<file path="src/include/cpu_params.svh">
/*
 * CPU subsystem parameters
 * RAM size, reset vector and the opcode bytes of the supported 6502 subset
 */
`ifndef CPU_PARAMS_SVH
`define CPU_PARAMS_SVH

`define RAM_ADDR_BITS 8
`define RESET_PC      16'h0000

`define OP_LDA_IMM 8'hA9
`define OP_LDA_ABS 8'hAD
`define OP_STA_ABS 8'h8D
`define OP_ADC_IMM 8'h69
`define OP_AND_IMM 8'h29
`define OP_ORA_IMM 8'h09
`define OP_EOR_IMM 8'h49
`define OP_TAX     8'hAA
`define OP_INX     8'hE8
`define OP_JMP_ABS 8'h4C
`define OP_NOP     8'hEA
`define OP_BRK     8'h00

`endif

</file>
<file path="src/logic/cpu_pkg.sv">
/*
 * Shared types of the CPU subsystem
 * data and address vectors, RAM index and ALU operation codes
 */
`include "cpu_params.svh"

package cpu_pkg;

  // one byte on the data bus
  typedef logic [7:0] data_t;

  // full CPU address, TH:TL or PC
  typedef logic [15:0] addr_t;

  // index into the RAM, CPU address is taken modulo the RAM size
  typedef logic [`RAM_ADDR_BITS-1:0] ram_addr_t;

  typedef enum logic [2:0] {
    pass_b,
    add_c,
    and_op,
    or_op,
    eor_op,
    inc
  } alu_op_t;

endpackage

</file>
<file path="src/logic/control.sv">
/*
 * Control unit
 * FSM plus opcode decode ROM, drives the datapath strobes and the memory request
 */
`timescale 1ns/1ps
`include "cpu_params.svh"

module control import cpu_pkg::*; (
  input  logic    ph1,
  input  logic    rst_n,
  input  logic    run,
  input  data_t   ir,
  input  logic    cpu_gnt,
  output logic    halt,
  output logic    ir_load,
  output logic    a_load,
  output logic    x_load,
  output logic    flags_load,
  output logic    pc_inc,
  output logic    pc_load,
  output logic    tl_load,
  output logic    th_load,
  output logic    addr_sel,
  output logic    src_sel,
  output logic    mem_req,
  output logic    mem_we,
  output alu_op_t alu_op
);

  typedef enum logic [3:0] {
    idle, fetch, decode, operand_lo, operand_hi, mem_read, mem_write, execute, halted
  } state_t;

  typedef enum logic [2:0] {
    cls_imm, cls_impl, cls_lda_abs, cls_sta_abs, cls_jmp, cls_brk
  } cls_t;

  typedef enum logic [1:0] {dst_none, dst_a, dst_x} dst_t;

  state_t  state, next_state;
  cls_t    cls;
  dst_t    dst;
  alu_op_t rom_op;
  logic    stall_q;
  logic    fresh;

  // opcode ROM: class, ALU operation and destination
  always_comb begin
    cls    = cls_impl;
    rom_op = pass_b;
    dst    = dst_none;
    case (ir)
      `OP_LDA_IMM: begin cls = cls_imm; dst = dst_a; end
      `OP_LDA_ABS: begin cls = cls_lda_abs; dst = dst_a; end
      `OP_STA_ABS: cls = cls_sta_abs;
      `OP_ADC_IMM: begin cls = cls_imm; rom_op = add_c; dst = dst_a; end
      `OP_AND_IMM: begin cls = cls_imm; rom_op = and_op; dst = dst_a; end
      `OP_ORA_IMM: begin cls = cls_imm; rom_op = or_op; dst = dst_a; end
      `OP_EOR_IMM: begin cls = cls_imm; rom_op = eor_op; dst = dst_a; end
      `OP_TAX:     dst = dst_x;
      `OP_INX:     begin rom_op = inc; dst = dst_x; end
      `OP_JMP_ABS: cls = cls_jmp;
      `OP_NOP:     cls = cls_impl;
      `OP_BRK:     cls = cls_brk;
      // unknown opcodes run as NOP
      default:     cls = cls_impl;
    endcase
  end

  assign alu_op  = rom_op;
  assign src_sel = (rom_op == inc);
  assign halt    = (state == halted);

  // rdata holds this state's byte only on the first cycle after a granted read
  assign fresh = ~stall_q;

  always_comb begin
    next_state = state;
    ir_load    = 1'b0;
    a_load     = 1'b0;
    x_load     = 1'b0;
    flags_load = 1'b0;
    pc_inc     = 1'b0;
    pc_load    = 1'b0;
    tl_load    = 1'b0;
    th_load    = 1'b0;
    addr_sel   = 1'b0;
    mem_req    = 1'b0;
    mem_we     = 1'b0;
    case (state)
      idle: if (run) next_state = fetch;
      fetch: begin
        mem_req = 1'b1;
        if (cpu_gnt) begin
          pc_inc     = 1'b1;
          next_state = decode;
        end
      end
      decode: begin
        ir_load = fresh;
        case (cls)
          cls_brk:  next_state = halted;
          cls_impl: next_state = execute;
          default: begin
            // operand byte follows the opcode
            mem_req = 1'b1;
            if (cpu_gnt) begin
              pc_inc     = 1'b1;
              next_state = (cls == cls_imm) ? execute : operand_lo;
            end
          end
        endcase
      end
      operand_lo: begin
        tl_load = fresh;
        mem_req = 1'b1;
        if (cpu_gnt) begin
          pc_inc     = 1'b1;
          next_state = (cls == cls_lda_abs) ? mem_read : operand_hi;
        end
      end
      operand_hi: begin
        th_load    = 1'b1;
        next_state = (cls == cls_jmp) ? execute : mem_write;
      end
      mem_read: begin
        // high address byte goes straight to the bus on the first cycle
        th_load  = fresh;
        addr_sel = 1'b1;
        mem_req  = 1'b1;
        if (cpu_gnt) next_state = execute;
      end
      mem_write: begin
        addr_sel = 1'b1;
        mem_req  = 1'b1;
        mem_we   = 1'b1;
        if (cpu_gnt) next_state = fetch;
      end
      execute: begin
        case (dst)
          dst_a: begin a_load = 1'b1; flags_load = 1'b1; end
          dst_x: begin x_load = 1'b1; flags_load = 1'b1; end
          default: ;
        endcase
        pc_load    = (cls == cls_jmp);
        next_state = fetch;
      end
      halted: next_state = halted;
      default: next_state = idle;
    endcase
  end

  always_ff @(posedge ph1 or negedge rst_n) begin
    if (!rst_n) begin
      state   <= idle;
      stall_q <= 1'b0;
    end else begin
      state   <= next_state;
      stall_q <= mem_req & ~cpu_gnt;
    end
  end

endmodule

</file>
<file path="src/logic/cpu_top.sv">
/*
 * CPU subsystem top
 * control, datapath, arbiter and RAM with an external host port
 */
`timescale 1ns/1ps

module cpu_top import cpu_pkg::*; (
  input  logic      ph1,
  input  logic      rst_n,
  input  logic      run,
  input  logic      host_req,
  input  logic      host_we,
  input  ram_addr_t host_addr,
  input  data_t     host_wdata,
  output data_t     host_rdata,
  output logic      halt
);

  logic      ir_load, a_load, x_load, flags_load;
  logic      pc_inc, pc_load, tl_load, th_load;
  logic      addr_sel, src_sel;
  logic      mem_req, mem_we, cpu_gnt;
  alu_op_t   alu_op;
  data_t     ir;
  addr_t     cpu_addr;
  data_t     cpu_wdata;
  logic      ram_we;
  ram_addr_t ram_addr;
  data_t     ram_wdata;
  data_t     rdata;

  assign host_rdata = rdata;

  control ctrl0 (
    .ph1(ph1), .rst_n(rst_n), .run(run), .ir(ir), .cpu_gnt(cpu_gnt), .halt(halt),
    .ir_load(ir_load), .a_load(a_load), .x_load(x_load), .flags_load(flags_load),
    .pc_inc(pc_inc), .pc_load(pc_load), .tl_load(tl_load), .th_load(th_load),
    .addr_sel(addr_sel), .src_sel(src_sel), .mem_req(mem_req), .mem_we(mem_we),
    .alu_op(alu_op)
  );

  datapath dp0 (
    .ph1(ph1), .rst_n(rst_n),
    .ir_load(ir_load), .a_load(a_load), .x_load(x_load), .flags_load(flags_load),
    .pc_inc(pc_inc), .pc_load(pc_load), .tl_load(tl_load), .th_load(th_load),
    .addr_sel(addr_sel), .src_sel(src_sel), .alu_op(alu_op), .rdata(rdata),
    .ir(ir), .cpu_addr(cpu_addr), .cpu_wdata(cpu_wdata)
  );

  mem_arbiter arb0 (
    .ph1(ph1), .rst_n(rst_n),
    .host_req(host_req), .host_we(host_we), .host_addr(host_addr),
    .host_wdata(host_wdata), .mem_req(mem_req), .mem_we(mem_we),
    .cpu_addr(cpu_addr), .cpu_wdata(cpu_wdata), .cpu_gnt(cpu_gnt),
    .ram_we(ram_we), .ram_addr(ram_addr), .ram_wdata(ram_wdata)
  );

  ram ram0 (
    .ph1(ph1), .ram_we(ram_we), .ram_addr(ram_addr),
    .ram_wdata(ram_wdata), .rdata(rdata)
  );

endmodule

</file>
<file path="src/logic/datapath.sv">
/*
 * CPU datapath
 * A, X, IR, C/Z/N flags, PC, TH/TL temp address, ALU and bus muxing
 */
`timescale 1ns/1ps
`include "cpu_params.svh"

module datapath import cpu_pkg::*; (
  input  logic    ph1,
  input  logic    rst_n,
  input  logic    ir_load,
  input  logic    a_load,
  input  logic    x_load,
  input  logic    flags_load,
  input  logic    pc_inc,
  input  logic    pc_load,
  input  logic    tl_load,
  input  logic    th_load,
  input  logic    addr_sel,
  input  logic    src_sel,
  input  alu_op_t alu_op,
  input  data_t   rdata,
  output data_t   ir,
  output addr_t   cpu_addr,
  output data_t   cpu_wdata
);

  data_t      ir_q;
  data_t      a_q;
  data_t      x_q;
  data_t      tl_q;
  data_t      th_q;
  addr_t      pc_q;
  logic       c_q, z_q, n_q;
  data_t      th_cur;
  data_t      alu_b;
  data_t      alu_y;
  data_t      x_d;
  data_t      wb;
  logic [8:0] sum;
  logic       alu_c;

  // opcode is visible to the decoder in the cycle it is loaded
  assign ir     = ir_load ? rdata : ir_q;
  assign th_cur = th_load ? rdata : th_q;

  assign cpu_addr  = addr_sel ? {th_cur, tl_q} : pc_q;
  assign cpu_wdata = a_q;

  assign alu_b = src_sel ? x_q : rdata;
  assign sum   = {1'b0, a_q} + {1'b0, alu_b} + {8'd0, c_q};

  always_comb begin
    alu_c = c_q;
    case (alu_op)
      pass_b: alu_y = alu_b;
      add_c: begin
        alu_y = sum[7:0];
        alu_c = sum[8];
      end
      and_op: alu_y = a_q & alu_b;
      or_op:  alu_y = a_q | alu_b;
      eor_op: alu_y = a_q ^ alu_b;
      inc:    alu_y = alu_b + 8'd1;
      default: alu_y = alu_b;
    endcase
  end

  // TAX takes A directly, INX goes through the ALU
  assign x_d = src_sel ? alu_y : a_q;

  // value written back, source of Z and N
  assign wb = (x_load && !src_sel) ? a_q : alu_y;

  always_ff @(posedge ph1 or negedge rst_n) begin
    if (!rst_n) begin
      ir_q <= `OP_NOP;
      a_q  <= '0;
      x_q  <= '0;
      c_q  <= 1'b0;
      z_q  <= 1'b0;
      n_q  <= 1'b0;
      pc_q <= `RESET_PC;
    end else begin
      if (ir_load) ir_q <= rdata;
      if (a_load) a_q <= alu_y;
      if (x_load) x_q <= x_d;
      if (flags_load) begin
        z_q <= (wb == 8'd0);
        n_q <= wb[7];
        // only ADC touches carry
        if (alu_op == add_c) c_q <= alu_c;
      end
      if (pc_load) pc_q <= {th_q, tl_q};
      else if (pc_inc) pc_q <= pc_q + 16'd1;
    end
  end

  always_ff @(posedge ph1) begin
    if (tl_load) tl_q <= rdata;
    if (th_load) th_q <= rdata;
  end

endmodule

</file>
<file path="src/logic/mem_arbiter.sv">
/*
 * RAM arbiter
 * host port has priority over the CPU, read data is shared by both
 */
`timescale 1ns/1ps
`include "cpu_params.svh"

module mem_arbiter import cpu_pkg::*; (
  input  logic      ph1,
  input  logic      rst_n,
  input  logic      host_req,
  input  logic      host_we,
  input  ram_addr_t host_addr,
  input  data_t     host_wdata,
  input  logic      mem_req,
  input  logic      mem_we,
  input  addr_t     cpu_addr,
  input  data_t     cpu_wdata,
  output logic      cpu_gnt,
  output logic      ram_we,
  output ram_addr_t ram_addr,
  output data_t     ram_wdata
);

  // owner of the previous cycle, i.e. whose data is on rdata now
  logic host_owner_q;

  assign cpu_gnt = ~host_req;

  always_comb begin
    if (host_req) begin
      ram_we    = host_we;
      ram_addr  = host_addr;
      ram_wdata = host_wdata;
    end else begin
      ram_we    = mem_req & mem_we;
      ram_addr  = cpu_addr[`RAM_ADDR_BITS-1:0];
      ram_wdata = cpu_wdata;
    end
  end

  always_ff @(posedge ph1 or negedge rst_n) begin
    if (!rst_n) host_owner_q <= 1'b0;
    else        host_owner_q <= host_req;
  end

endmodule

</file>
<file path="src/logic/ram.sv">
/*
 * Byte-wide single-port RAM
 * synchronous write, registered read with one cycle latency
 */
`timescale 1ns/1ps
`include "cpu_params.svh"

module ram import cpu_pkg::*; (
  input  logic      ph1,
  input  logic      ram_we,
  input  ram_addr_t ram_addr,
  input  data_t     ram_wdata,
  output data_t     rdata
);

  localparam int ram_depth = 1 << `RAM_ADDR_BITS;

  data_t mem [ram_depth];

  // read returns the old byte on a same-address write
  always_ff @(posedge ph1) begin
    if (ram_we) mem[ram_addr] <= ram_wdata;
    rdata <= mem[ram_addr];
  end

endmodule

</file>
<file path="config.mk">
export PLATFORM = sky130hd
export DESIGN_NAME = cpu_top
export DESIGN_NICKNAME = d
export VERILOG_FILES = /design/src/logic/cpu_pkg.sv /design/src/logic/control.sv /design/src/logic/cpu_top.sv /design/src/logic/datapath.sv /design/src/logic/mem_arbiter.sv /design/src/logic/ram.sv
export VERILOG_INCLUDE_DIRS = /design/src /design/src/include
export SDC_FILE = /design/constraint.sdc
export NUM_CORES = 2
export LEC_CHECK = 0
export ABC_AREA = 1
export ABC_CLOCK_PERIOD_IN_PS = 10100
export BUFFER_PORTS_ARGS = -buffer_cell sky130_fd_sc_hd__clkbuf_2
export CAP_MARGIN = 20
export CORE_MARGIN = 10
export CORE_UTILIZATION = 45
export CTS_CLUSTER_SIZE = 8
export DETAILED_ROUTE_END_ITERATION = 16
export GPL_TIMING_DRIVEN = 0
export HOLD_SLACK_MARGIN = 0.1
export PLACE_DENSITY = 0.68
export SLEW_MARGIN = 15
export SYNTH_ARGS = -nofsm -noshare
export SYNTH_HDL_FRONTEND = slang
export SYNTH_HIERARCHICAL = 1
export SYNTH_SLANG_ARGS = --single-unit
</file>
<file path="constraint.sdc">
create_clock -name ph1 -period 10.1 [get_ports ph1]
set_input_delay 1.515 -clock ph1 [delete_from_list [all_inputs] [get_ports ph1]]
set_output_delay 1.515 -clock ph1 [all_outputs]
set_load 0.01 [all_outputs]
</file>
==> summary.txt <==
Run status
  – Outcome: finished clean

Global route
  – Total GRT Usage: 0.245
  – GRT overflow: 0
  – First-pass GRT wire length: 393 mm
  – Pin count of the biggest net entering global routing: 65
  – Number of global-route vias before repair: 60.2k
  – Initial antenna violation count: 8

Route
  – DRT Pass-1 Iters: 7
  – Initial drt markers: 7670
  – Max Used Layer: met4
  – Post-DR vias/cell: 5.44
  – DRC viols: 0
  – WL/cell: 23.4 um
  – WL met1: 104 mm
  – Final WL: 273 mm
  – Routed length on met2: 124 mm
  – Vias: 63.3k
  – Final ANT Viol Nets: 0
  – DR WL met3: 27.5 mm

Clock network
  – Total CTS buffers: 313
  – H-tree depth: 5
  – Cts hold-fix bufs: 0
  – Root Buffer: clkbuf_16
  – Clock Latency Late Sink: 940 ps
  – CTS tree: done
  – Sink Count: 2102
  – Setup Fix Bufs, Post-CTS: 0
  – Clock slew at reported path FFs: 50 ps
  – Resized Gates After CTS: 0
  – Clock tree buffer depth: 4

Final layout
  – Post-route cell area: 101000 sq um
  – Fillers: 16.8k
  – Final non-filler cell total: 11.6k
  – Layout cells sized above 1: 0.0749
  – Area grow syn2layout: 14.2%
  – Nets: 9023

Critical path
  – Reg-to-Reg Start: ctrl0/state[3]
  – CP max FO: 10
  – Critical Path End Type: register
  – Largest stage delay, worst path: 920 ps
  – Delay-heaviest family, CP: simple AND/OR/NAND/NOR gates
  – WS Path Type: reg2reg
  – RR Endpoint: ram0/mem[143][4]
  – CP cell instances: nor2_2 -> nand3_1 -> nor2_1 -> clkbuf_1 -> mux2_2 -> inv_1 -> nand2_1 -> nor2_1 -> nand3_1 -> nand3_2 -> nand2_1 -> nand2_1 -> nand2_1 -> nand2_1 -> nand3_1 -> nand2_1 -> clkbuf_1 -> nand2_1 -> clkbuf_2 -> nor2_1
  – Worst path bufs/invs: 4
  – Slowest cell on crit path: nor2_1
  – Most used cell, CP: nand2_1
  – R2R depth: 20
  – Setup slack, reg-to-reg: 4070 ps
  – Critical path launch point type: register
  – Arr. time, crit path: 6540 ps
  – CP Data Required Time: 10610 ps
  – Worst Setup SP: ctrl0/state[3]

Power and ir drop
  – Pwr Total: 26.3 mW
  – Pwr/cell area: 259 nW/um^2
  – Maximum VDD drop: 0.000167 V
  – P_leak: 40.8 nW

Timing
  – RSZ-0062 raised after global routing: false
  – Slew headroom: 0.191
  – Worst-margin pin slew: 1210 ps
  – Final clock skew: 67.3 ps
  – Max-slew violation count: 0
  – Final worst slack: 4070 ps
  – Fin crit share: 0.597
  – Setup TNS: 0 ps
  – Hold Violations, Final: 0
  – Clock period minus worst slack: 6030 ps
  – Max Fclk: 166 MHz
  – Setup Viol. Count Final: 0

Run
  – Maximum Capacitance Violations: 0

Worst hold path
  – Class of the worst hold path: in2async

Floorplan
  – Die Wd: 464 um
  – Io pins: 30
  – Core footprint: 196000 sq um
  – Starting Density: 0.454
  – # rows: 162
  – Chip Height: 464 um
  – Die ar.: 215000 sq um

Placed design
  – DP HPWL: 187 mm
  – Placed cell count: 11.3k
  – Setup WS pre-CTS: 4210 ps
  – Placed cell area: 93200 sq um
  – GPL Wtd Cong: 0.978
  – Port bufs: 28

Synthesis
  – Synthesized netlist cell count: 8599
  – Yosys Warn Count: 6
  – Avg Cell Area, Syn: 10.3 sq um
  – Mapped Nets: 8642
  – Syn Std Cell Area: 88800 sq um
==> flip-flops by register name (all words and copies together), names as in the netlist <==
name,cells
ram0/mem,2048
dp0/ir_q,8
ctrl0/state,4
ctrl0/stall_q,1
ram0/rdata,8
dp0/c_q,1
dp0/tl_q,8
dp0/x_q,8
dp0/cpu_wdata,8
dp0/pc_q,8
==> how the worst max path moves through the flow <==
stage | end | cells past startpoint | slack (ps)
after global placement | ram0/mem[34][3] | 5 | -1580
after global routing | ram0/mem[169][7] | 20 | 3800
after floorplan | ram0/mem[0][0] | 5 | 4340
final | ram0/mem[143][4] | 20 | 4070
after detailed placement | ram0/mem[169][0] | 20 | 4210
after CTS | ram0/mem[169][7] | 20 | 4200
==> layout by cell type, fill, tap and decap left out, types with 10 or more instances in the layout <==
cell / count
nor2_2: 10
nor2_1: 411
o21ai_0: 60
nand3_1: 224
ha_1: 20
nand2_2: 11
a21oi_1: 54
clkbuf_2: 37
o21ai_1: 126
mux2_2: 10
nand2_4: 13
clkbuf_16: 320
buf_6: 12
inv_1: 104
dfrtp_1: 33
buf_1: 52
buf_2: 182
edfxtp_1: 2056
nand2_1: 4965
buf_16: 27
clkbuf_1: 191
==> worst register-to-register path, stage by stage, from the launching register on <==
cell	delay, ps
dfrtp_1	450
nor2_2	240
nand3_1	160
nor2_1	110
clkbuf_1	380
mux2_2	430
inv_1	60
nand2_1	90
nor2_1	200
nand3_1	150
nand3_2	140
nand2_1	60
nand2_1	90
nand2_1	80
nand2_1	60
nand3_1	120
nand2_1	240
clkbuf_1	530
nand2_1	570
clkbuf_2	570
nor2_1	930
==> area by class of cell <==
class | instances | area (sq um) | area share
flip-flops and latches | 2102 | 62900 | 0.620
plain buffers | 430 | 1970 | 0.0195
repair buffers | 66 | 1090 | 0.0107
well taps | 2624 | 3280 | 0.0324
clock inverters | 10 | 80.1 | 0.000790
clock buffers | 343 | 8090 | 0.0798
multi-input cells | 5954 | 23600 | 0.233
inverters | 113 | 442 | 0.00436
diodes | 3 | 7.51 | 0.0000740
==> report_power, final <==
| group | internal, mW | switching (mW) |
|---|---|---|
| clock | 5.55 | 3.44 |
| sequential | 9.94 | 0.0971 |
| combinational | 1.66 | 5.64 |
==> routing by layer <==
metal,up-vias,global-route usage
met5,-,0
met4,0,0.137
met3,680,0.0531
met2,3393,0.384
met1,30400,0.316
li1,28900,-
==> metrics by stage <==
stage | hold WS (ps) | util
3_5_place_dp | 465 | 0.476
2_1_floorplan | 449 | -
5_1_grt | 474 | 0.518
3_3_place_gp | 462 | 0.471
6_report | 479 | 0.518
4_1_cts | 480 | 0.518
Note: power is estimated with default switching activity, not from simulation.
